===== src/hdl/stack_lifo.sv =====
// generic LIFO on a register array with a fill pointer
// push and pop in one cycle overwrite the top entry
`default_nettype none

module stack_lifo #(
    parameter int  DEPTH   = 16,            // power of two
    parameter type entry_t = logic [31:0]
) (
    input  wire                         clk,
    input  wire                         rst,
    input  wire                         push,
    input  wire                         pop,
    input  wire entry_t                 din,
    output entry_t                      top,
    output logic [$clog2(DEPTH+1)-1:0]  depth,
    output logic                        full,
    output logic                        empty
);
    localparam int IW = $clog2(DEPTH);      // slot index width
    localparam int PW = $clog2(DEPTH + 1);  // count width

    entry_t        mem [DEPTH];
    logic [PW-1:0] ptr;                     // entries held
    logic [IW-1:0] top_idx;
    logic [IW-1:0] wr_idx;

    // wraps when empty, caller never reads top then
    assign top_idx = IW'(ptr - 1'b1);
    assign wr_idx  = IW'(ptr);

    assign top   = mem[top_idx];
    assign depth = ptr;
    assign full  = (ptr == PW'(DEPTH));
    assign empty = (ptr == '0);

    // pointer, no bounds guard here
    always_ff @(posedge clk) begin
        if (rst) begin
            ptr <= '0;
        end else if (push && !pop) begin
            ptr <= ptr + 1'b1;
        end else if (pop && !push) begin
            ptr <= ptr - 1'b1;
        end
    end

    // storage
    always_ff @(posedge clk) begin
        if (push && pop) begin
            mem[top_idx] <= din;            // replace top in place
        end else if (push) begin
            mem[wr_idx] <= din;             // next free slot
        end
    end

endmodule

`default_nettype wire


===== config.mk =====
export PLATFORM = sky130hd
export DESIGN_NAME = stack_lifo
export DESIGN_NICKNAME = d
export VERILOG_FILES = /design/src/hdl/stack_lifo.sv
export SDC_FILE = /design/constraint.sdc
export NUM_CORES = 1
export LEC_CHECK = 0
export BUFFER_PORTS_ARGS = -buffer_cell sky130_fd_sc_hd__buf_2
export CAP_MARGIN = 20
export CORE_MARGIN = 4
export CORE_UTILIZATION = 45
export DETAILED_ROUTE_END_ITERATION = 16
export GPL_TIMING_DRIVEN = 0
export PLACE_DENSITY = 0.64
export SYNTH_ARGS = -nofsm -noshare
export SYNTH_HDL_FRONTEND = slang
export SYNTH_SLANG_ARGS = --single-unit
export TNS_END_PERCENT = 10

===== constraint.sdc =====
create_clock -name clk -period 4.8 [get_ports clk]
set_clock_uncertainty 0.1 [all_clocks]
set_input_delay 0.96 -clock clk [delete_from_list [all_inputs] [get_ports clk]]
set_output_delay 0.96 -clock clk [all_outputs]
set_load 0.05 [all_outputs]

# Word level (Yosys, flattened, before mapping)
# Memories as Yosys holds them, arrays and structs flattened.
# Index checks and enable logic that the tools add are counted.
[totals]
wordCells = 23
ramBits = 512
memories = 1
ff_bits = 5
out_inout_bits = 39
input_bits = 36
[memory_table]
columns = ["name", "words", "width", "rd", "rd_ports_with_merged_regs", "wr", "line_no", "text"]
rows = [
  ["mem", 16, 32, 1, 0, 1, "22", "entry_t mem [DEPTH];"],
]
[op_classes]
muxes = 10
n_eq_ne = 1
add_sub_neg = 2
n_reduce_logical = 8
[op_table]
columns = ["cell", "count"]
rows = [
  ["32-bit 2-to-1 mux", 1],
  ["32-bit OR reduction", 1],
  ["5-bit 2-to-1 mux", 2],
  ["1-bit 2-to-1 mux", 6],
  ["5-bit by 1-bit adder with 5-bit output (second input constant)", 1],
  ["5-bit == test (second input constant)", 1],
  ["5-bit logical NOT", 1],
  ["5-bit by 1-bit subtractor with 5-bit output (second input constant)", 1],
  ["4-bit 2-to-1 mux", 1],
  ["1-bit logical AND", 3],
  ["1-bit logical NOT", 2],
  ["2-bit nonzero test", 1],
]

# Logic depth before layout (Yosys ltp)
# Gate-level depths: netlist of run 1.
[depth]
ltp_word = 5
ltp_mapped = 12
ltp_nobuf = 7

# Worst setup path before layout of run 1
# Ideal clock, no wire load.
[synth_path]
kind = "register to register"
start = "reg ptr[0] (netlist: depth[0])"
end = "mem mem[7][0] (netlist bit) (enable)"
required_time_ns = 4.279
path_buffers = 6
period_less_slack_ns = 4.369
path_slack_ns = 0.431
stages_incl_launch_ff = 12
setup_ns = 0.421
t_arrival_ns = 3.848
path_cell_list = "dfxtp_1 > buf_2 > buf_6 > buf_2 > inv_1 > ha_1 > buf_2 > buf_2 > buf_2 > mux2i_1 > nand2_1 > nor2_1"
[synth_between]
elab_chain_len = 2
[synth_rtl]
columns = ["element", "line_no", "text"]
rows = [
  ["start, declared", "23", "logic [PW-1:0] ptr;"],
  ["start signal, assigned", "41", "ptr <= ptr + 1'b1;"],
  ["start signal, assigned", "43", "ptr <= ptr - 1'b1;"],
  ["5-bit by 1-bit subtractor with 5-bit output", "--", ""],
  ["4-bit 2-to-1 mux (no source line) (*)", "--", ""],
  ["end, declared", "22", ""],
]
# Mark *: on every way between the ends. The rest lies on a longest branch, timed or not.

==> run summary, run 1 <==
Post-Syn Nets: 956
worst hold slack: 0.468 ns
Crit Path Max Fanout: 10
share of layout cells above drive strength 1: 0.359
Slew headroom: 0.344
Post-Place Worst Slack: -0.288 ns
clock sink count: 517
diode count: 0
Final Hold Viols: 0
fill count: 3450
cell taking the most area after synthesis: edfxtp_1
sequential power share: 0.455
initial core utilization: 0.455
cells taking the most area after synthesis: edfxtp_1 (77%), mux4_2 (14%), a22oi_2 (1.8%), o211ai_1 (1.2%), o21ai_0 (0.70%)
Post-synth ARST share: 0
Total GRT Usage: 0.187
initial antenna violation count: 2
die height: 219 um
worst-skew pair later-pin latency: 0.60 ns
top-count cell post-synth: edfxtp_1
share of total power in the clock network: 0.321
nets@finish: 1103
Final Total Pwr: 11600 uW
FP Rows: 77
Crit Path Class: reg -> out
metal3 WL: 2230 um
actual slew at the worst max-slew pin: 0.984 ns
Routed WL: 43700 um
Placer Congestion: 0.735
MaxCap Viol Count: 0
overall die width: 219 um
vias in the first global route: 10102
Final WS setup: 0.178 ns
CP Capture Type: output pin
CTS Hold Bufs: 0
global-route wire length before repair: 66100 um
status: finished, final reports clean
share of the synthesized area in the top cell type: 0.766
CP arrival: 3.56 ns
RSZ-0062 raised after global routing: no
layout overhead on the synthesized area: 16.6%
Int Pwr: 8170 uW
drt pass-1 iters: 6
Comb power frac: 0.223
Syn Area/Cell: 22.0 um2
DRC viols: 0
Top Layer Used: met5
Syn Inst Count: 913
Final Non-Filler Cells: 1691
critical path required time: 3.74 ns
core area: 0.0441 mm2
Leakage: 0.00746 uW
Worst setup SP type: flop
sequential share of the synthesized area: 0.771
clk buf depth: 3
post-route ant nets: 0
Fin Setup TNS: 0 ns
IO Port Bufs: 74
Achievable Freq: 0.216 GHz
vias per inst: 5.69
CTS clk-pin slew, worst paths: 0.06 ns
placed insts: 1596
# setup viols final: 0
CTS Buf Count: 53
Yosys Warn Count: 0
Psw: 3460 uW
Met2 Wirelength: 22000 um
Unique masters post-synth: 44
CTS root buf: clkbuf_16
Synth Cell Area: 0.0201 mm2
1st-iter DRT viols: 817
Synth top cells by count: edfxtp_1 (512), mux4_2 (128), inv_1 (35), o211ai_1 (31), a22oi_2 (29)
full die area: 0.0481 mm2
Congestion Overflow GR: 0
CTS tree: done
Final min period: 4.62 ns
I/O pins: 75
pwr dens: 497 mW/mm2
DR vias: 9616
IR drop worst, VDD: 0.413 mV
Post-synth EDFFs: 512
Detailed Place HPWL: 27000 um
Hold Path Class: reg -> reg
CTS H-tree lvls: 2
Max Slew Vio Count: 0
WL/cell: 25.9 um
sw frac: 0.297
Main synth FF type: edfxtp_1
Tcrit/Tclk final: 0.963
largest net degree at the start of global routing: 26
Seq cells post-synth: 517
sum of routed wire segments on met1: 18600 um
## metal layers
layer	vias to the layer above	track usage
met5	-	0
met1	5156	0.259
li1	4133	-
met2	259	0.309
met3	64	0.0331
met4	4	0.0541
## state kept, by name (all words and copies together) (netlist names)
register  count
mem         512
depth         5
## area by class of cell
cell class / count / area, um2 / share of cell area
tap: 592 / 741 / 0.0317
sequential: 517 / 15500 / 0.661
clock buffer: 59 / 1350 / 0.0576
clock inverter: 35 / 220 / 0.00941
timing repair buffer: 92 / 761 / 0.0325
inverter: 36 / 135 / 0.00577
multi-input combinational: 311 / 4350 / 0.186
buffer: 49 / 374 / 0.0160
## critical path, stage by stage (launching register included)
cell and delay [ns]:
dfxtp_1 0.37, buf_6 0.18, buf_8 0.19, buf_8 0.19, inv_1 0.13, ha_1 0.35
buf_2 0.19, buf_6 0.20, clkbuf_8 0.22, mux4_2 0.32, a22oi_2 0.20, o211ai_1 0.16
buf_2 0.24
## power by group through the flow
stage / Clock (uW) / Sequential, uW / Combinational [uW]
detailed placement: 0 / 5390 / 2570
global route: 4030 / 5310 / 2750
global placement: 0 / 5410 / 2460
finish: 3730 / 5290 / 2600
floorplan: 0 / 5410 / 1710
CTS: 3830 / 5290 / 2620
## timing repair
action | in CTS | in global routing
setup endpoints to repair | 32 | 32
pin swaps | 1 | 0
setup buffers | 0 | 0
gates cloned | 0 | 0
gates resized for setup | 40 | 17
## layout by cell type (no fill, tap or decap), types with 8 or more instances in the layout
| master | count |
|---|---|
| o21ai_0 | 28 |
| edfxtp_1 | 512 |
| clkbuf_16 | 53 |
| o211ai_1 | 31 |
| nand2_1 | 10 |
| clkbuf_4 | 11 |
| a22oi_2 | 29 |
| mux4_2 | 128 |
| clkinv_1 | 15 |
| nor2_1 | 12 |
| clkbuf_1 | 9 |
| buf_6 | 8 |
| clkinv_2 | 13 |
| buf_4 | 10 |
| inv_1 | 35 |
| nor2_4 | 16 |
| buf_2 | 83 |
| buf_12 | 9 |
## worst paths after layout
check / endpoint / from / cells after the start / slack [ns]
setup / recovery: top[23] / depth[0] / 12 / 0.18
hold / removal: depth[4] / depth[4] / 2 / 0.47
setup reg to reg: mem[13][7] / depth[0] / 12 / 0.87
hold reg to reg: depth[4] / depth[4] / 2 / 0.47
## kinds of logic (layout without fill, tap and decap cells)
group | Yosys count | after routing | share of synthesized area
buf+inv | 85 | 271 | 0.0196
mux | 130 | 130 | 0.145
xor+xnor | 4 | 4 | 0.00175
fa+ha+maj | 7 | 7 | 0.00436
flops | 517 | 517 | 0.771
compound gates | 110 | 110 | 0.0442
simple gates | 60 | 60 | 0.0147
## through the flow
stage,cell area [um2],utilization
after floorplan,20100,-
after global placement,21200,0.480
after detailed placement,21700,0.492
after CTS,23400,0.529
after global routing,23400,0.530
final,23400,0.530
Note: power is estimated with default switching activity, not from simulation.
==> run 2, diff against run 1 <==
SETUP_SLACK_MARGIN = 0.4   (was unset)
==> run summary, run 2 (same netlist as run 1, synthesis figures left out) <==
Achievable Freq: 0.232 GHz (+7.0%)
IR drop worst, VDD: 0.421 mV (+2.0%)
CTS Buf Count: 53 (unchanged)
vias per inst: 5.67 (-0.29%)
MaxCap Viol Count: 0 (unchanged)
post-route ant nets: 0 (unchanged)
Placer Congestion: 0.735 (unchanged)
Total GRT Usage: 0.188 (+0.00124)
nets@finish: 1113 (+0.91%)
largest net degree at the start of global routing: 26 (unchanged)
share of layout cells above drive strength 1: 0.369 (+0.0103)
initial core utilization: 0.455 (unchanged)
CP arrival: 3.26 ns (-0.30 ns)
FF-to-FF Start: depth[0]
reg-to-reg slack, setup: 1.14 ns (+0.27 ns)
CTS clk-pin slew, worst paths: 0.06 ns (about the same)
I/O pins: 75 (unchanged)
Crit Path Class: reg -> out
CP Capture Type: output pin
Detailed Place HPWL: 27000 um (unchanged)
initial antenna violation count: 2 (unchanged)
CTS tree: done
RR Endpoint: mem[13][7]
commonest cells after routing, fill and taps aside: edfxtp_1 (512), mux4_2 (128), buf_2 (57)
most common cell after layout, fill and taps aside: edfxtp_1
critical path required time: 3.74 ns (about the same)
DR vias: 9645 (+0.30%)
Final Non-Filler Cells: 1701 (+0.59%)
clock sink count: 517 (unchanged)
overall die width: 219 um (unchanged)
Worst R2R Path Depth: 12 (unchanged)
Final Hold Viols: 0 (unchanged)
pwr dens: 498 mW/mm2 (+0.29%)
clk buf depth: 3 (unchanged)
status: finished, final reports clean
# setup viols final: 0 (unchanged)
layout overhead on the synthesized area: 17.8%
Tcrit/Tclk final: 0.900 (-0.0633)
worst hold slack: 0.468 ns (+0.000172 ns)
worst-skew pair later-pin latency: 0.60 ns (about the same)
global-route wire length before repair: 66400 um (+0.45%)
post-layout instance area: 0.0237 mm2 (+1.1%)
Hold Path Class: reg -> reg
max reg flops: 512 (unchanged)
Fin Setup TNS: 0 ns (unchanged)
placed insts: 1596 (unchanged)
WL/cell: 26.0 um (+0.39%)
Critical Path Sink: top[31]
Worst setup SP type: flop
CTS H-tree lvls: 2 (unchanged)
IO Port Bufs: 74 (unchanged)
Slew headroom: 0.309 (-0.0346)
Congestion Overflow GR: 0 (unchanged)
Max Slew Vio Count: 0 (unchanged)
die height: 219 um (unchanged)
CTS Hold Bufs: 0 (unchanged)
core area: 0.0441 mm2 (unchanged)
diode count: 0 (unchanged)
actual slew at the worst max-slew pin: 1.04 ns (+0.0518 ns)
Routed WL: 44200 um (+0.99%)
DRC viols: 0 (unchanged)
FP Rows: 77 (unchanged)
RSZ-0062 raised after global routing: yes
Final Total Pwr: 11800 uW (+1.4%)
CTS root buf: clkbuf_16
Leakage: 0.00756 uW (+1.4%)
Biggest register: mem
drt pass-1 iters: 5 (-1)
Final min period: 4.32 ns (-0.304 ns)
full die area: 0.0481 mm2 (unchanged)
cell area after placement: 0.0217 mm2 (unchanged)
launch point of the critical path: depth[0]
Crit Path Max Fanout: 10 (unchanged)
vias in the first global route: 10113 (+0.11%)
1st-iter DRT viols: 826 (+1.1%)
## run 2: worst min-delay path by stage
| stage | start | endpoint | slack (ns) | cells past startpoint |
|---|---|---|---|---|
| 3_3_place_gp | depth[4] | depth[4] | 0.43 | 2 |
| 3_5_place_dp | depth[4] | depth[4] | 0.46 | 2 |
| 4_1_cts | rst | depth[2] | 0.44 | 2 |
| 5_1_grt | rst | depth[2] | 0.47 | 2 |
| 6_report | depth[4] | depth[4] | 0.47 | 2 |
| 2_1_floorplan | depth[4] | depth[4] | 0.68 | 2 |
## run 2: area by class of cell
class / instances / area, um2
Tap cell: 592 / 741
Timing Repair Buffer: 102 / 898
Sequential cell: 517 / 15500
Inverter: 36 / 139
Buffer: 49 / 470
Fill cell: 3428 / 20500
Clock inverter: 35 / 220
Multi-Input combinational cell: 311 / 4360
Clock buffer: 59 / 1350
## run 2: stage by stage
step	worst slack, ns	utilization
finish	0.482	0.536
CTS	0.400	0.534
floorplan	0.431	-
global route	0.376	0.536
global placement	-1.85	0.480
detailed placement	-0.288	0.492
## run 2: worst max-delay path: stages (launching register included)
cell and delay [ns]:
dfxtp_2 0.35, buf_6 0.13, buf_12 0.16, buf_12 0.14, clkinvlp_4 0.13, ha_4 0.30
buf_4 0.16, buf_12 0.17, buf_8 0.17, mux4_2 0.19, inv_1 0.04, o211ai_1 0.40
buf_4 0.29
## run 2: report_power, final
part           total, uW  internal, uW  switching [uW]
Sequential          5290          5240            55.6
Combinational       2750           984            1770
Clock               3740          2070            1670
## run 2: timing repair
action,in CTS,in global routing
buffers inserted,3,7
pin swaps,2,2
resized for setup,95,15
endpoints found under the setup margin,278,32
## run 2: layer usage
layer | GRT usage | up-vias | wire, um
met5 | 0 | - | 27
met4 | 0.0560 | 4 | 1030
met3 | 0.0335 | 69 | 2330
met2 | 0.311 | 294 | 22100
met1 | 0.260 | 5128 | 18600
li1 | - | 4150 | -
==> run 3, diff against run 2 <==
CAP_MARGIN = 15   (was 20)
CORE_MARGIN = 3   (was 4)
REMOVE_ABC_BUFFERS = 1   (was unset)
==> run summary, run 3 (same netlist as run 1, synthesis figures left out) <==
status: finished, final reports clean
vias per inst: 5.71 (+0.72%)
largest net degree at the start of global routing: 60 (+130%)
CTS clk-pin slew, worst paths: 0.07 ns (about the same)
global-route wire length before repair: 66000 um (-0.55%)
die height: 217 um (-0.91%)
worst-skew pair later-pin latency: 0.57 ns (-0.03 ns)
clock sink count: 517 (unchanged)
CP arrival: 3.22 ns (-0.04 ns)
max reg flops: 512 (unchanged)
Final WS setup: 0.522 ns (+0.0399 ns)
initial antenna violation count: 2 (unchanged)
Final Hold Viols: 0 (unchanged)
CTS Buf Count: 50 (-5.7%)
Tcrit/Tclk final: 0.891 (-0.00832)
nets@finish: 1077 (-3.2%)
I/O pins: 75 (unchanged)
FP Rows: 76 (-1.3%)
RSZ-0062 raised after global routing: no
initial core utilization: 0.461 (+0.00599)
Post-Place Worst Slack: 0.250 ns (+0.538 ns)
Placer Congestion: 0.715 (-2.8%)
share of layout cells above drive strength 1: 0.353 (-0.0153)
overall die width: 217 um (-0.91%)
IR drop worst, VDD: 0.273 mV (-35%)
CTS H-tree lvls: 2 (unchanged)
actual slew at the worst max-slew pin: 1.11 ns (+0.0752 ns)
most common cell after layout, fill and taps aside: edfxtp_1
fin util: 0.541 (+0.00441)
layout overhead on the synthesized area: 17.2%
DR vias: 9492 (-1.6%)
MaxCap Viol Count: 0 (unchanged)
critical path required time: 3.74 ns (about the same)
Routed WL: 44700 um (+1.3%)
DRC viols: 0 (unchanged)
CTS tree: done
vias in the first global route: 9992 (-1.2%)
Crit Path Class: reg -> out
Hold Path Class: reg -> reg
core area: 0.0436 mm2 (-1.3%)
Final min period: 4.28 ns (-0.0399 ns)
full die area: 0.0472 mm2 (-1.8%)
Congestion Overflow GR: 0 (unchanged)
drt pass-1 iters: 5 (unchanged)
Crit Path Max Fanout: 20 (+10)
# setup viols final: 0 (unchanged)
Biggest register: mem
CP Capture Type: output pin
Max Slew Vio Count: 0 (unchanged)
Slew headroom: 0.253 (-0.0558)
commonest cells after routing, fill and taps aside: edfxtp_1 (512), mux4_2 (128), buf_2 (75)
Worst setup SP type: flop
CTS root buf: clkbuf_16
post-route ant nets: 0 (unchanged)
1st-iter DRT viols: 960 (+16%)
Achievable Freq: 0.234 GHz (+0.93%)
WL/cell: 26.9 um (+3.7%)
Leakage: 0.00746 uW (-1.4%)
Total GRT Usage: 0.192 (+0.00379)
IO Port Bufs: 74 (unchanged)
clk buf depth: 3 (unchanged)
pwr dens: 498 mW/mm2 (about the same)
Detailed Place HPWL: 23700 um (-12%)
==> run 3: path summary, 6_finish.rpt <==
path / endpoint / from / slack [ns] / cells after the start
max: top[26] / depth[2] / 0.52 / 5
min: depth[4] / depth[4] / 0.53 / 2
max reg2reg: mem[8][12] / depth[1] / 1.39 / 9
min reg2reg: depth[4] / depth[4] / 0.53 / 2
==> run 3: repair_timing <==
item                                    CTS  global route
setup buffers                            15             0
hold buffers                              0             0
resized for setup                         7             1
pin swaps                                 4             0
gates cloned                              2             0
endpoints found under the setup margin   32            32
==> run 3: per-stage QoR <==
| stage | std cells | instance area [um2] | hold slack, ns | power [uW] | TNS (ns) |
|---|---|---|---|---|---|
| global route | 1660 | 23500 | 0.522 | 12100 | 0 |
| global placement | 1523 | 20900 | 0.436 | 8020 | -7152.64 |
| detailed placement | 1549 | 21700 | 0.474 | 7940 | 0 |
| CTS | 1659 | 23500 | 0.493 | 11800 | 0 |
| floorplan | 864 | 19800 | 0.679 | 7180 | -3702.56 |
| finish | 1662 | 23500 | 0.528 | 11700 | 0 |
==> run 3: area by class of cell <==
| type | count | area, um2 |
|---|---|---|
| Antenna cell | 2 | 5.00 |
| Clock buffer | 62 | 1360 |
| Clock inverter | 31 | 199 |
| Fill cell | 3334 | 20000 |
| Inverter | 36 | 135 |
| Multi-Input combinational cell | 313 | 4440 |
| Sequential cell | 517 | 15500 |
| Tap cell | 585 | 732 |
| Timing Repair Buffer | 116 | 1190 |
==> run 3: report_power, final <==
| part | internal, uW | switching (uW) | leakage [uW] | total, uW |
|---|---|---|---|---|
| Combinational | 919 | 1760 | 0.00200 | 2680 |
| Sequential | 5240 | 68.0 | 0.00467 | 5300 |
| Clock | 2120 | 1620 | 0.000779 | 3740 |
| Total | 8270 | 3450 | 0.00746 | 11700 |
==> run 3: critical path, cell delays in order, from the launching register on <==
cell	delay [ns]
dfxtp_1	1.01
and3b_1	0.52
a31o_4	0.43
a22oi_2	0.09
o211ai_1	0.22
buf_2	0.35
==> run 3: routing by layer <==
metal | routed length (um) | track usage
met3 | 2780 | 0.0387
met2 | 22000 | 0.314
met1 | 18800 | 0.265
met5 | 0 | 0
met4 | 1230 | 0.0591
