--- src/hdl/eforth_defs.svh ---
// eforth engine sizing
// cell, code address and stack geometry shared by rtl and testbench
`ifndef EFORTH_DEFS_SVH
`define EFORTH_DEFS_SVH

// data path
`define EF_CELL_W    32
`define EF_ADDR_W    12                      // 4K byte code space

// stack depths, tos register not counted
`define EF_DS_DEPTH  16
`define EF_RS_DEPTH  16

// depth port widths of the stacks
`define EF_DS_DW     $clog2(`EF_DS_DEPTH + 1)
`define EF_RS_DW     $clog2(`EF_RS_DEPTH + 1)

// code memory bytes at the top level
`define EF_MEM_SIZE  4096

`endif

--- src/hdl/eforth_pkg.sv ---
// eforth engine types
// opcodes, fault codes and the host side structs
`default_nettype none

`include "eforth_defs.svh"

package eforth_pkg;

    typedef logic [`EF_CELL_W-1:0] cell_t;   // one data cell
    typedef logic [`EF_ADDR_W-1:0] addr_t;   // code byte address

    // byte codes, contiguous so anything above op_zeq is illegal
    typedef enum logic [7:0] {
        op_nop   = 8'h00,
        op_dolit = 8'h01,    // 4 operand bytes, little endian
        op_bran  = 8'h02,    // 2 byte target
        op_zbran = 8'h03,    // 2 byte target, taken on zero
        op_call  = 8'h04,    // 2 byte target
        op_exit  = 8'h05,
        op_bye   = 8'h06,
        op_dup   = 8'h07,
        op_drop  = 8'h08,
        op_over  = 8'h09,
        op_swap  = 8'h0a,
        op_tor   = 8'h0b,
        op_rfrom = 8'h0c,
        op_add   = 8'h0d,
        op_sub   = 8'h0e,
        op_and   = 8'h0f,
        op_or    = 8'h10,
        op_xor   = 8'h11,
        op_neg   = 8'h12,
        op_zeq   = 8'h13
    } opcode_e;

    typedef enum logic [1:0] {
        fault_none      = 2'd0,
        fault_illegal   = 2'd1,
        fault_overflow  = 2'd2,
        fault_underflow = 2'd3
    } fault_e;

    typedef struct packed {
        logic  req;          // four phase start
        addr_t pfa;          // first opcode
    } run_req_t;

    typedef struct packed {
        logic       ack;
        cell_t      tos;     // final top of stack, 0 when empty
        logic [4:0] depth;   // data items incl tos
        fault_e     fault;
    } run_rsp_t;

    typedef struct packed {
        logic       we;
        addr_t      addr;
        logic [7:0] data;
    } load_t;

endpackage

`default_nettype wire

--- src/hdl/inner_interp.sv ---
// eforth inner interpreter
// byte fetch, operand assembly and primitive execute with tos in a register
`default_nettype none

`include "eforth_defs.svh"

module inner_interp (
    input  wire                          clk,
    input  wire                          rst,
    input  wire eforth_pkg::run_req_t    run_req,
    output eforth_pkg::run_rsp_t         run_rsp,
    output logic                         busy,
    output eforth_pkg::addr_t            mem_addr,
    input  wire [7:0]                    mem_data,
    output logic                         ds_push,
    output logic                         ds_pop,
    output eforth_pkg::cell_t            ds_din,
    input  wire eforth_pkg::cell_t       ds_top,
    input  wire [`EF_DS_DW-1:0]          ds_depth,
    input  wire                          ds_full,
    input  wire                          ds_empty,
    output logic                         rs_push,
    output logic                         rs_pop,
    output eforth_pkg::addr_t            rs_din,
    input  wire eforth_pkg::addr_t       rs_top,
    input  wire [`EF_RS_DW-1:0]          rs_depth,
    input  wire                          rs_full,
    input  wire                          rs_empty
);
    import eforth_pkg::*;

    typedef enum logic [2:0] {
        st_idle, st_fetch, st_decode, st_operand, st_execute, st_done
    } state_e;

    state_e     state;
    addr_t      ip;
    cell_t      tos;
    logic       tos_valid;      // tos holds a live item
    opcode_e    op;
    cell_t      lit;            // operand bytes land here
    logic [1:0] bidx;           // operand byte index
    logic       phase;          // 0 address out, 1 byte in
    logic       ack_q;
    cell_t      res_tos;
    logic [4:0] res_depth;
    fault_e     res_fault;

    opcode_e    dec_op;
    logic       dec_legal;
    logic       dec_opnd;       // decoded op carries operands
    addr_t      target;
    logic [4:0] items;          // logical data stack depth

    // execute step results
    cell_t      tos_nxt;
    logic       tv_nxt;
    addr_t      ip_nxt;
    fault_e     flt;
    logic       stop;
    logic       pop_tos;        // refill tos from the data stack
    logic [1:0] need;           // items the op consumes

    assign dec_op    = opcode_e'(mem_data);
    assign dec_legal = (mem_data <= op_zeq);
    assign dec_opnd  = (dec_op inside {op_dolit, op_bran, op_zbran, op_call});
    assign target    = lit[`EF_ADDR_W-1:0];
    assign items     = 5'(ds_depth) + 5'(tos_valid);
    assign mem_addr  = ip;
    assign ds_din    = tos;     // only tos ever spills
    assign busy      = (state != st_idle) || run_req.req;
    assign run_rsp   = '{ack: ack_q, tos: res_tos, depth: res_depth, fault: res_fault};

    always_comb begin
        ds_push = 1'b0;
        ds_pop  = 1'b0;
        rs_push = 1'b0;
        rs_pop  = 1'b0;
        rs_din  = ip;           // return address for call
        tos_nxt = tos;
        tv_nxt  = tos_valid;
        ip_nxt  = ip;
        flt     = fault_none;
        stop    = 1'b0;
        pop_tos = 1'b0;
        need    = 2'd0;
        if (state == st_done) begin
            ds_pop = !ds_empty; // drain both stacks for the next run
            rs_pop = !rs_empty;
        end else if (state == st_execute) begin
            case (op)
                op_nop: ;
                op_dolit: begin
                    ds_push = tos_valid;    // spill old tos
                    tos_nxt = lit;
                    tv_nxt  = 1'b1;
                end
                op_bran:  ip_nxt = target;
                op_zbran: begin
                    need    = 2'd1;
                    pop_tos = 1'b1;
                    if (tos == '0) ip_nxt = target;
                end
                op_call: begin
                    rs_push = 1'b1;
                    ip_nxt  = target;
                end
                op_exit: begin
                    rs_pop = 1'b1;
                    ip_nxt = rs_top;
                end
                op_bye: stop = 1'b1;
                op_dup: begin
                    need    = 2'd1;
                    ds_push = 1'b1;
                end
                op_drop: begin
                    need    = 2'd1;
                    pop_tos = 1'b1;
                end
                op_over: begin
                    need    = 2'd2;
                    ds_push = 1'b1;
                    tos_nxt = ds_top;
                end
                op_swap: begin
                    need    = 2'd2;
                    ds_push = 1'b1;     // with pop, rewrites second item
                    ds_pop  = 1'b1;
                    tos_nxt = ds_top;
                end
                op_tor: begin
                    need    = 2'd1;
                    rs_push = 1'b1;
                    rs_din  = tos[`EF_ADDR_W-1:0];  // rs is address wide
                    pop_tos = 1'b1;
                end
                op_rfrom: begin
                    rs_pop  = 1'b1;
                    ds_push = tos_valid;
                    tos_nxt = cell_t'(rs_top);
                    tv_nxt  = 1'b1;
                end
                op_add: begin need = 2'd2; ds_pop = 1'b1; tos_nxt = tos + ds_top; end
                op_sub: begin need = 2'd2; ds_pop = 1'b1; tos_nxt = tos - ds_top; end
                op_and: begin need = 2'd2; ds_pop = 1'b1; tos_nxt = tos & ds_top; end
                op_or:  begin need = 2'd2; ds_pop = 1'b1; tos_nxt = tos | ds_top; end
                op_xor: begin need = 2'd2; ds_pop = 1'b1; tos_nxt = tos ^ ds_top; end
                op_neg: begin
                    need    = 2'd1;
                    tos_nxt = '0 - tos;
                end
                op_zeq: begin
                    need    = 2'd1;
                    tos_nxt = {`EF_CELL_W{tos == '0}};  // true is all ones
                end
                default: stop = 1'b1;   // decode already filters these
            endcase
            if (pop_tos) begin
                ds_pop  = !ds_empty;
                tos_nxt = ds_empty ? '0 : ds_top;
                tv_nxt  = !ds_empty;
            end
            // stack bounds
            if (items < 5'(need) || (rs_pop && rs_empty)) begin
                flt = fault_underflow;
            end else if ((ds_push && !ds_pop && ds_full) || (rs_push && rs_full)) begin
                flt = fault_overflow;
            end
            if (flt != fault_none) begin
                ds_push = 1'b0;         // faulting op leaves stacks alone
                ds_pop  = 1'b0;
                rs_push = 1'b0;
                rs_pop  = 1'b0;
                stop    = 1'b1;
            end
        end
    end

    always_ff @(posedge clk) begin
        if (rst) begin
            state     <= st_idle;
            ack_q     <= 1'b0;
            tos_valid <= 1'b0;
            phase     <= 1'b0;
            bidx      <= 2'd0;
        end else begin
            case (state)
                st_idle: if (run_req.req) begin
                    ip        <= run_req.pfa;
                    tos       <= '0;
                    tos_valid <= 1'b0;
                    state     <= st_fetch;
                end
                st_fetch: begin
                    ip    <= ip + 1'b1;     // byte comes back in decode
                    state <= st_decode;
                end
                st_decode: begin
                    op    <= dec_op;
                    bidx  <= 2'd0;
                    phase <= 1'b0;
                    if (!dec_legal) begin
                        res_tos   <= tos;
                        res_depth <= items;
                        res_fault <= fault_illegal;
                        ack_q     <= 1'b1;
                        state     <= st_done;
                    end else if (dec_opnd) begin
                        state <= st_operand;
                    end else begin
                        state <= st_execute;
                    end
                end
                st_operand: begin
                    if (!phase) begin
                        ip    <= ip + 1'b1;
                        phase <= 1'b1;
                    end else begin
                        lit[8*bidx +: 8] <= mem_data;   // little endian
                        phase <= 1'b0;
                        bidx  <= bidx + 1'b1;
                        if (bidx == ((op == op_dolit) ? 2'd3 : 2'd1)) state <= st_execute;
                    end
                end
                st_execute: begin
                    ip        <= ip_nxt;
                    tos       <= tos_nxt;
                    tos_valid <= tv_nxt;
                    if (stop) begin
                        res_tos   <= tos;           // state before the op
                        res_depth <= items;
                        res_fault <= flt;
                        ack_q     <= 1'b1;
                        state     <= st_done;
                    end else begin
                        state <= st_fetch;
                    end
                end
                st_done: begin
                    // ack held until req drops and the stacks are drained
                    if (!run_req.req && ds_empty && rs_empty) begin
                        ack_q <= 1'b0;
                        state <= st_idle;
                    end
                end
                default: state <= st_idle;
            endcase
        end
    end

endmodule

`default_nettype wire

--- config.mk ---
export PLATFORM = sky130hd
export DESIGN_NAME = inner_interp
export DESIGN_NICKNAME = d
export VERILOG_FILES = /design/src/hdl/eforth_pkg.sv /design/src/hdl/inner_interp.sv
export VERILOG_INCLUDE_DIRS = /design/src /design/src/hdl
export SDC_FILE = /design/constraint.sdc
export NUM_CORES = 1
export LEC_CHECK = 0
export ABC_AREA = 1
export BUFFER_PORTS_ARGS = -buffer_cell sky130_fd_sc_hd__buf_2
export CORE_MARGIN = 5
export CORE_UTILIZATION = 55
export CTS_CLUSTER_DIAMETER = 60
export CTS_CLUSTER_SIZE = 40
export DETAILED_ROUTE_END_ITERATION = 12
export GPL_TIMING_DRIVEN = 0
export MAX_ROUTING_LAYER = met4
export PLACE_DENSITY = 0.77
export SLEW_MARGIN = 5
export SYNTH_ARGS = -nofsm -noshare
export SYNTH_HDL_FRONTEND = slang
export SYNTH_SLANG_ARGS = --single-unit
--- constraint.sdc ---
create_clock -name clk -period 5.3 [get_ports clk]
set_clock_uncertainty 0.1 [all_clocks]
set_input_delay 1.06 -clock clk [delete_from_list [all_inputs] [get_ports clk]]
set_output_delay 1.06 -clock clk [all_outputs]
set_load 0.05 [all_outputs]
After elaboration in Yosys (flattened, before gate mapping)
Index checks and enable logic that the tools add are counted.
{ "classes": {"n_addsub": 7, "order_cmp": 2, "eq_ne": 40, "n_shift": 2, "muxes": 87, "bitwise_logic": 4, "n_reduce_logical": 44} }
{ "ops": {"columns": ["op", "n"], "rows": [
  ["one-hot mux 32 bit (10 select lines)", 1],
  ["two-way mux 32 bit", 6],
  ["one-hot mux 32 bit (2 select lines)", 2],
  ["two-way mux 12 bit", 7],
  ["equality test 8 x 4 -> 1 bit (second input constant)", 8],
  ["one-hot mux 12 bit (4 select lines)", 1],
  ["two-way mux 1 bit", 39],
  ["one-hot mux 12 bit (3 select lines)", 1],
  ["negation 5 -> 34 bit", 1],
  ["variable shift 8 x 34 -> 32 bit (first input constant)", 1],
  ["indexed part select 8 x 34 -> 32 bit", 1],
  ["adder 32 bit", 1],
  ["AND 32 bit", 1],
  ["bitwise mux 32 bit", 1],
  ["equality test 8 x 2 -> 1 bit (second input constant)", 4],
  ["equality test 8 x 3 -> 1 bit (second input constant)", 4],
  ["equality test 8 x 5 -> 1 bit (second input constant)", 4],
  ["logical NOT 32 bit", 1],
  ["OR 32 bit", 1],
  ["subtractor 1 x 32 -> 32 bit (first input constant)", 1],
  ["subtractor 32 bit", 1],
  ["XOR 32 bit", 1],
  ["two-way mux 2 bit", 11],
  ["two-way mux 3 bit", 7],
  ["41 further kinds", 80]
]} }
{ "word_totals": {"ff_bits": 131, "inputBits": 81, "out_inout_bits": 101, "wordCells": 198} }

Longest topological paths before layout
{ "logic_depth": {"word_depth": 22, "depth_mapped": 25, "ltp_nobuf": 25} }

Least setup slack after synthesis
No wires, ideal clock.
{ "synth_timing": {"path_kind": "input -> register", "from": "in ds_depth[0]", "to": "reg res_depth[0] (enable)", "setup_ps": 459, "arrival_time_ps": 4389, "t_required_ps": 4741, "slack_ps": 352, "path_stages": 9, "n_path_buf": 0, "cell_sequence": "ha_1 ha_1 ha_1 or2_2 nor3_1 a21oi_1 nand2_1 nand2_1 a31oi_1"} }
{ "synth_via": {"elab_chain_len": 12} }
{ "synth_rtl": {"columns": ["item", "line_no", "rtl"], "rows": [
  ["start, declared", "inner_interp.sv:19", "input wire [`EF_DS_DW-1:0] ds_depth,"],
  ["adder 5 x 1 -> 5 bit", "inner_interp.sv:68", "assign items = 5'(ds_depth) + 5'(tos_valid);"],
  ["named net items[1]", "inner_interp.sv:53", "logic [4:0] items;"],
  ["less-than comparator 5 x 2 -> 1 bit", "inner_interp.sv:165", "if (items < 5'(need) || (rs_pop && rs_empty)) begin"],
  ["logical OR 1 bit", "inner_interp.sv:165", null],
  ["two-way mux 2 bit", "inner_interp.sv:165", null],
  ["two-way mux 2 bit", "inner_interp.sv:90", "end else if (state == st_execute) begin"],
  ["two-way mux 2 bit", "inner_interp.sv:87", "if (state == st_done) begin"],
  ["nonzero test 2 bit", "inner_interp.sv:170", "if (flt != fault_none) begin"],
  ["two-way mux 1 bit", "inner_interp.sv:170", null],
  ["two-way mux 1 bit", "inner_interp.sv:90", null],
  ["two-way mux 1 bit", "inner_interp.sv:87", null],
  ["!= test 2 bit (no source line)", null, null],
  ["AND reduction 4 bit (no source line)", null, null],
  ["end signal, assigned", "inner_interp.sv:205", "res_depth <= items;"],
  ["end signal, assigned", "inner_interp.sv:232", "res_depth <= items;"],
  ["end, declared", "inner_interp.sv:46", "logic [4:0] res_depth;"]
]} }
The timed path passes the listed nets, and every way through them passes these cells. The select of a mux whose other input is x is not followed.
A chain may end at the register's enable or synchronous reset.

Worst setup path in the final report
{ "layout_timing": {"from": "reg op[5]", "to": "reg tos[13] (netlist: ds_din[13]) (data pin)"} }
{ "layout_via": {"elab_chain_len": 8, "word_cells_on_any_way": 23, "cone_classes": "eq/ne (14); mux (7); reduce/logical (2)"} }
{ "layout_rtl": {"columns": ["item", "line_no", "rtl"], "rows": [
  ["start, declared", "inner_interp.sv:40", "opcode_e op;"],
  ["start signal, assigned", "inner_interp.sv:200", "op <= dec_op;"],
  ["equality test 8 x 2 -> 1 bit or equality test 8 x 4 -> 1 bit (tied branches)", "inner_interp.sv:91", "case (op)"],
  ["OR reduction 3 bit (no source line)", null, null],
  ["two-way mux 1 bit", "inner_interp.sv:91", null],
  ["two-way mux 1 bit", "inner_interp.sv:90", null],
  ["two-way mux 1 bit", "inner_interp.sv:87", null],
  ["two-way mux 32 bit (*)", "inner_interp.sv:159", "if (pop_tos) begin"],
  ["two-way mux 32 bit (*)", "inner_interp.sv:87", null],
  ["one-hot mux 32 bit (2 select lines) (*)", "inner_interp.sv:188", "case (state)"],
  ["end signal, assigned", "inner_interp.sv:228", "tos <= tos_nxt;"],
  ["end, declared", "inner_interp.sv:38", "cell_t tos;"]
]} }
Mark *: on every way between the ends. The rest lies on a longest branch, timed or not. The select of a mux whose other input is x is not followed.

==> qor.txt <==
Mapped Cells: 1747
hold_buf cts: 0
Root Driver: clkbuf_16
Final setup viols: 0
WP buf/inv: 3
Crit Path Max Fanout: 10
VDD IR max: 0.332 mV
multi-input logic area: 0.00750 mm2
Die Y: 161 um
status: finished clean
Num CTS Buffers: 17
Initial Util: 55.5%
period utilization: 92.6%
Avg Cell Area, Syn: 7.15 um2
gpl congestion: 1.03
Syn Nets: 1935
CTS max path bufs: 2
# DRC: 0
yosys warns: 0
Mapped Area: 0.0125 mm2
register area share after synthesis: 30.9%
async set-reset flop share out of synthesis: 0%
DIE WIDTH: 161 um
top-count cell post-synth: nand2_1
std cell rows: 55
H-tree levels: 4
Crit-path slowest cell: o21ai_0
1st-iter DRT viols: 1752
top sig layer: met4
CP delay by family, top: compound AO/OA/AOI/OAI gates
final net count: 2133
CTS tree: yes
I/O pins: 182
Total Die Area: 0.0258 mm2
initial antenna violation count: 0
placeable core region: 0.0225 mm2
Relative slew margins: 36.6%
crit path DAT: 4.96 ns
actual slew at the worst max-slew pin: 0.951 ns
clk sinks: 131
Pleak: 6.52 nW
Setup WS pre-CTS: 0.319 ns
# resized after CTS: 0
Hold Slack: 0.353 ns
critical-path cell list: nor2_2 > nand3_1 > inv_1 > nand2_1 > inv_1 > clkbuf_1 > o21ai_0 > xor2_1 > ha_1 > nand2_1 > nor2_1 > nand2_1 > o21ai_0 > a21oi_1 > o21ai_0 > nand2_1 > o21bai_1 > a21oi_1
ANT nets after route: 0
Tot GR Track Use: 37.8%
slack of the critical path: 0.394 ns
Wirelength per Cell: 21.6 um
Commonest cells post-synth: nand2_1, inv_1, nor2_1, nand3_1, o21ai_0
Hold WC Path Type: flop to flop
CP Data Required Time: 5.36 ns
first-pass GRT wire length: 73400 um
Yosys cell types: 64
P&R area growth vs syn: 15.1%
layout cells sized above 1: 15.3%
fmax: 0.204 GHz
largest net degree at the start of global routing: 27
Yosys top cell by area: edfxtp_1
metal2 WL: 21100 um
final hold violations: 0
Routed WL: 48500 um
Slew Limit Fails: 0
clock latency on the worst-skew pair: 0.45 ns
CP Launch Type: flop
M1 WL: 19300 um
number of synthesized flops with an enable pin: 123
Synth Flop Type: edfxtp_1
clk slew on worst S/H paths: 0.07 ns
DR vias: 13600
Via density: 6.05
top post-synthesis cells by area: edfxtp_1, ha_1, nand2_1
Setup Fix Bufs, Post-CTS: 0
Antenna Cells: 0
fillers: 2108
critical setup path kind: flop to flop
grt ovf: 0
met3 wire len: 6000 um
crit path capture type: flop
number of global-route vias before repair: 13000
share of the synthesized area in the top cell type: 29.6%
Yosys reg bits: 131
dpl hpwl: 38600 um
most used cell, CP: nand2_1
unrepaired setup endpoints after global routing: no
Final min period: 4.91 ns
drt first pass iters: 6
CP peak stage delay: 0.66 ns
IO buf count: 175
storage element area: 0.00385 mm2
# Max-Cap Violations: 0
Setup TNS Final: 0 ns
Power per Cell Area: 365 mW/mm2
-- sequential cells by signal, indices dropped and copies added (netlist names) --
name	cells
tos_valid	1
state	3
res_tos	32
ack_q	1
op	8
mem_addr	12
res_depth	5
bidx	2
ds_din	32
res_fault	2
phase	1
lit	32
-- path summary, 6_finish.rpt --
check,slack (ns),depth (start not counted),end,startpoint
min reg2reg,0.35,2,ack_q,ack_q
min,0.35,2,ack_q,ack_q
max reg2reg,0.39,18,ds_din[13],op[5]
max,0.39,18,ds_din[13],op[5]
-- cell families after synthesis --
family	Yosys count	share of synthesized area [%]
AND/OR/NAND/NOR	847	30.5
adder cells (fa/ha/maj)	107	10.8
XOR/XNOR	36	2.52
flip-flops	131	30.9
buffers and inverters	286	9.45
AO/OA/AOI/OAI	340	15.9
-- power by group --
part           total [mW]  internal [mW]  switching (mW)
clock network        1.17          0.622           0.549
registers            1.65           1.40           0.247
logic                2.43          0.620            1.81
total                5.25           2.64            2.61
-- cell usage in the layout (no fill, tap or decap), drive strengths merged, types with 9 or more instances in the layout --
| cell type | instances |
|---|---|
| xor2 | 34 |
| edfxtp | 123 |
| nand2 | 352 |
| or2 | 15 |
| buf | 196 |
| a21oi | 125 |
| inv | 245 |
| o211ai | 15 |
| o21ai | 130 |
| a221oi | 10 |
| nor2 | 233 |
| clkbuf | 43 |
| ha | 106 |
| nor3 | 49 |
| clkinv | 9 |
| nand4 | 29 |
| nand3 | 150 |
-- through the flow --
step           util, %  std cells  cell area (um2)  power, mW
3_3_place_gp      61.0       2207            13700       4.00
6_report          63.9       2243            14400       5.25
3_5_place_dp      61.4       2211            13800       4.05
2_1_floorplan        -       1747            12500       3.33
5_1_grt           63.9       2243            14400       5.52
4_1_cts           63.9       2243            14400       5.21
-- routing by layer --
metal	vias up	global-route usage, %
met1	6232	48.9
met2	860	57.3
li1	6330	-
met4	0	14.2
met5	-	-
met3	156	9.80
-- final cells by class --
cell class,instances,share of cell area [%]
clock buffers,17,2.96
flip-flops and latches,131,26.8
well taps,285,2.48
clock inverters,15,0.974
multi-input cells,1330,52.1
inverters,241,6.32
plain buffers,45,1.89
repair buffers,179,6.46
-- worst register-to-register path: cells and delay by family, from the launching register on --
kind / cells / cell delay [ns]
adder cells (fa/ha/maj): 1 / 0.36
AND/OR/NAND/NOR: 7 / 1.22
buffers and inverters: 3 / 0.92
XOR/XNOR: 1 / 0.18
AO/OA/AOI/OAI: 6 / 1.41
flip-flops: 1 / 0.44
No activity file was read; power rests on OpenSTA's default activity.
